`config.mk`:
```
export PLATFORM = sky130hd
export DESIGN_NAME = store_stage
export DESIGN_NICKNAME = d
export VERILOG_FILES = /design/src/prefetch_pkg.sv /design/src/store_stage.sv
export SDC_FILE = /design/constraint.sdc
export NUM_CORES = 1
export LEC_CHECK = 0
export BUFFER_PORTS_ARGS = -buffer_cell sky130_fd_sc_hd__buf_2
export CAP_MARGIN = 40
export CORE_MARGIN = 5
export CORE_UTILIZATION = 29
export DETAILED_ROUTE_END_ITERATION = 10
export PLACE_DENSITY = 0.77
export SLEW_MARGIN = 25
export SYNTH_ARGS = -nofsm -noshare
export SYNTH_HDL_FRONTEND = slang
export SYNTH_SLANG_ARGS = --single-unit
```
`constraint.sdc`:
```
create_clock -name clk_i -period 1.7 [get_ports clk_i]
set_clock_uncertainty 0.2 [all_clocks]
set_input_delay 0.255 -clock clk_i [delete_from_list [all_inputs] [get_ports clk_i]]
set_output_delay 0.255 -clock clk_i [all_outputs]
set_load 0.02 [all_outputs]
```
`src/prefetch_pkg.sv`:
```
`default_nettype none

package prefetch_pkg;

   // ----------------------------------------
   // Widths shared by both banks and stages.
   // ----------------------------------------

   // Sample word width.
   localparam int DATA_W = 32;
   // Bank address width, so each bank holds 2^ADR_W words.
   localparam int ADR_W = 10;

   // ----------------------------------------
   // Bus structs.
   // ----------------------------------------

   // Master to slave request.
   // A strobe counts only while cyc is also high.
   typedef struct packed {
      logic              cyc;
      logic              stb;
      logic              we;
      // Bulk sequential transfer, more strobes follow.
      logic              bst;
      logic [ADR_W-1:0]  adr;
      logic [DATA_W-1:0] dat;
   } bus_req_t;

   // Slave to master response.
   // Ack follows the strobe by exactly one cycle.
   typedef struct packed {
      logic              ack;
      logic [DATA_W-1:0] dat;
   } bus_rsp_t;

   // Word handed from the fetch stage to the store stage.
   typedef struct packed {
      logic              valid;
      logic              last;
      logic [DATA_W-1:0] data;
   } fetch_word_t;

   // Fetch FSM states.
   typedef enum logic [1:0] {
      FETCH_IDLE  = 2'd0,
      FETCH_BURST = 2'd1,
      FETCH_DRAIN = 2'd2
   } fetch_state_e;

endpackage

`default_nettype wire

```
`src/store_stage.sv`:
```
`default_nettype none

module store_stage (
   input  wire                              clk_i,
   input  wire                              rst_i,
   // Words from the fetch stage.
   input  wire prefetch_pkg::fetch_word_t   fwd_i,
   // Port B write master.
   output prefetch_pkg::bus_req_t           b_req_o,
   input  wire prefetch_pkg::bus_rsp_t      b_rsp_i,
   output logic                             done_o
);

   import prefetch_pkg::*;

   // Destination address of the next write.
   logic [ADR_W-1:0] adr_q;
   // The write in flight carries the last word.
   logic             pend_last_q;

   // ----------------------------------------
   // Write strobes.
   // ----------------------------------------

   // One write per valid word, straight from the handoff register.
   assign b_req_o = '{cyc: fwd_i.valid,
                      stb: fwd_i.valid,
                      we:  fwd_i.valid,
                      bst: fwd_i.valid && !fwd_i.last,
                      adr: adr_q,
                      dat: fwd_i.data};

   // Sequential addresses, back to zero after the last word.
   always_ff @(posedge clk_i) begin
      if (rst_i) begin
         adr_q <= '0;
      end else if (fwd_i.valid) begin
         if (fwd_i.last) begin
            adr_q <= '0;
         end else begin
            adr_q <= adr_q + 1'b1;
         end
      end
   end

   // ----------------------------------------
   // Completion.
   // ----------------------------------------

   always_ff @(posedge clk_i) begin
      if (rst_i) begin
         pend_last_q <= 1'b0;
      end else begin
         pend_last_q <= fwd_i.valid && fwd_i.last;
      end
   end

   // Done rides on the ack of the last write.
   assign done_o = pend_last_q && b_rsp_i.ack;

   // No back-pressure, so every write is acked next cycle.
   a_write_acked: assert property (
      @(posedge clk_i) disable iff (rst_i)
      (b_req_o.cyc && b_req_o.stb) |=> b_rsp_i.ack
   );

endmodule

`default_nettype wire

```
==> impl_metrics.py <==
metrics = {
    "cells_and_area": {
        "fin_util_pct": 26.88,
        "drive_gt1_share_pct": 32.91,
        "antenna-diode-count": 0,
        "n_fill_cell": 282,
        "finalNetCount": 150,
        "seqCellArea_sq_um": 221.5,
        "area_growth_syn_to_layout_pct": -12.54,
        "multi_input_area_sq_um": 266.5,
        "final_cell_mix": "buf_2 (19), dfxtp_1 (10), a21oi_1 (6), nor2_1 (6), nand2_1 (4)",
        "layout_commonest_cell": "buf_2",
    },
    "clock_tree": {
        "numClockSinks": 11,
        "htreeDepth": 1,
        "ctsRootBufferMaster": "clkbuf_4",
        "cts_setup_buffers": 0,
        "clk_pin_slew_ns": 0.07,
        "worstSkewPairLatency_ns": 0.27,
        "clockBufferDepth": 2,
        "cts_tree": "done",
        "cts_buffers": 3,
    },
    "sta": {
        "setup_violations": 0,
        "rsz0062_at_grt": "no",
        "drv_slew": 0,
        "worst_slew_pin_slew_ns": 0.3237,
        "fmax_ghz": 0.6335,
        "finalHoldViolCount": 0,
        "tns_ns": 0,
        "slew_headroom_pct": 78.42,
        "finalCriticalPeriod_ns": 1.579,
        "holdWs_ns": 0.05058,
        "post-route-period-util_pct": 92.86,
    },
    "route": {
        "num_vias": 526,
        "drt_iter0_drc": 15,
        "drc": 0,
        "route.met2.wl_um": 672,
        "wl_mm": 1.443,
        "antenna_left": 0,
        "drtPass1Iterations": 4,
        "top_layer": "met4",
        "wl_per_cell_um": 13.24,
        "m1WireLength_um": 485,
        "dr_wl_met3_um": 251,
        "vias_per_cell": 4.826,
    },
    "floorplanning": {
        "initial_core_util_pct": 30.73,
        "rows": 18,
        "core-area_sq_um": 2500,
        "die-area_sq_um": 3779,
        "io_pins": 116,
        "dieWidth_um": 61.47,
        "die_h_um": 61.47,
    },
    "min_path": {
        "min-delay-path-class": "in2reg",
        "holdCritStartpoint": "fwd_i[32]",
    },
    "yosys": {
        "synth_cell_types": 22,
        "yosys_warnings": 0,
        "yosys_register_bits": 11,
        "ys_seq_area_share_pct": 28.66,
        "syn_area_per_cell_sq_um": 8.442,
        "syn_nets": 161,
        "syn_area_sq_um": 768.2,
        "syn-instance-count": 91,
    },
    "grt": {
        "track_usage_pct": 8.454,
        "grt_overflow": 0,
        "grt_pass1_wl_mm": 2.270,
        "grt_max_degree": 12,
        "antenna_found_initial": 0,
        "grt_pass1_vias": 469,
    },
    "power": {
        "p_leak_nw": 0.2774,
        "cellPowerDensity_nw_per_um2": 731.8,
        "peakVddDrop_mv": 0.2818,
    },
    "worst_setup_path": {
        "cp.required_ns": 1.70,
        "critPathArrivalTime_ns": 1.58,
        "reg2reg_from": "adr_q[1]",
        "critPathMaxFanout": 5,
        "crit_path_end_kind": "flip-flop",
        "worstSetupPathType": "reg2reg",
        "startpoint_type": "flip-flop",
        "cp-startpoint": "adr_q[1]",
    },
    "placed_design": {
        "gp_congestion": 0.7423,
        "port-buffer-count": 19,
        "hpwlAfterDp_mm": 1.133,
    },
    "job": {
        "cap_violations": 0,
    },
    "outcome": {
        "status": "complete, no violations",
    },
}
## Yosys cell counts
library cell  instances  share of area (%)
buf_4                36                 35
nor2b_1               2                1.6
nand2b_1              2                1.6
nand4_1               3                2.4
o311ai_0              1                1.1
o41ai_1               1                1.1
xor2_1                3                3.4
ha_1                  1                1.6
dfxtp_1              11                 29
nand4_4               1                2.8
nand3_1               1               0.65
clkbuf_1              1               0.49
xnor2_1               1                1.1
inv_1                 2               0.98
o31ai_1               3                2.9
o21ai_0               1               0.65
nor2_1                6                2.9
or3_2                 1               0.98
and2_1                1               0.81
a21oi_1               6                3.9
or4_1                 3                2.9
nand2_1               4                2.0
## flip-flops by register name, indices dropped and copies added (netlist names)
| name | cells |
|---|---|
| adr_q | 10 |
| pend_last_q | 1 |
## final cells by class
class                           instances  area share (%)
Tap cell                               30           5.587
Sequential cell                        11           32.96
Clock buffer                            4           3.911
Timing Repair Buffer                   21           16.76
Inverter                                2           1.117
Multi-Input combinational cell         41           39.66
## final timing paths
kind / to / slack (ns) / cells past startpoint
setup / recovery: adr_q[6] / 0.12 / 4
hold / removal: pend_last_q / 0.05 / 3
setup reg to reg: adr_q[6] / 0.12 / 4
hold reg to reg: adr_q[9] / 0.30 / 2
## kinds of logic (layout without fill, tap and decap cells)
group | count (synthesis) | in the layout | share of synthesized area (%)
adders and majority gates | 1 | 1 | 1.628
and+or+nand+nor | 24 | 24 | 18.73
buffers and inverters | 39 | 27 | 36.64
DFF | 11 | 11 | 28.66
xor gates and xnor gates | 4 | 4 | 4.561
AOI/OAI and AO/OA | 12 | 12 | 9.772
## critical path, stage by stage, from the launching register on
cell     delay (ns)
dfxtp_1        0.40
ha_1           0.22
inv_1          0.09
or4_1          0.47
a21oi_1        0.14
## report_power, final
part	total, W	internal (W)	switching (W)
combinational	0.0000489	0.0000191	0.0000298
clock	0.000177	0.0000909	0.0000860
sequential	0.000266	0.000262	0.00000413
## per-layer routing
metal	up-vias	track usage [%]
met1	239	8.344
li1	252	-
met3	4	4.612
met5	-	0
met2	31	12.84
met4	0	7.273
## metrics by stage
step           total power [W]  instance area, sq um  std cells  setup slack, ns
6_report             0.0004917                 671.9        109           0.1214
5_1_grt              0.0005181                 671.9        109          0.02100
4_1_cts              0.0005011                 670.6        109          0.08518
3_5_place_dp         0.0003187                 634.4        104           0.1263
3_3_place_gp         0.0003182                 634.4        104           0.1260
2_1_floorplan        0.0004160                 768.2         91          0.06681
## repair_timing
item	CTS	global route
setup endpoints to repair	0	1
hold endpoints to repair	2	0
gates resized for setup	0	1
hold buffers	1	0
Power figures use the tool's default switching activity.
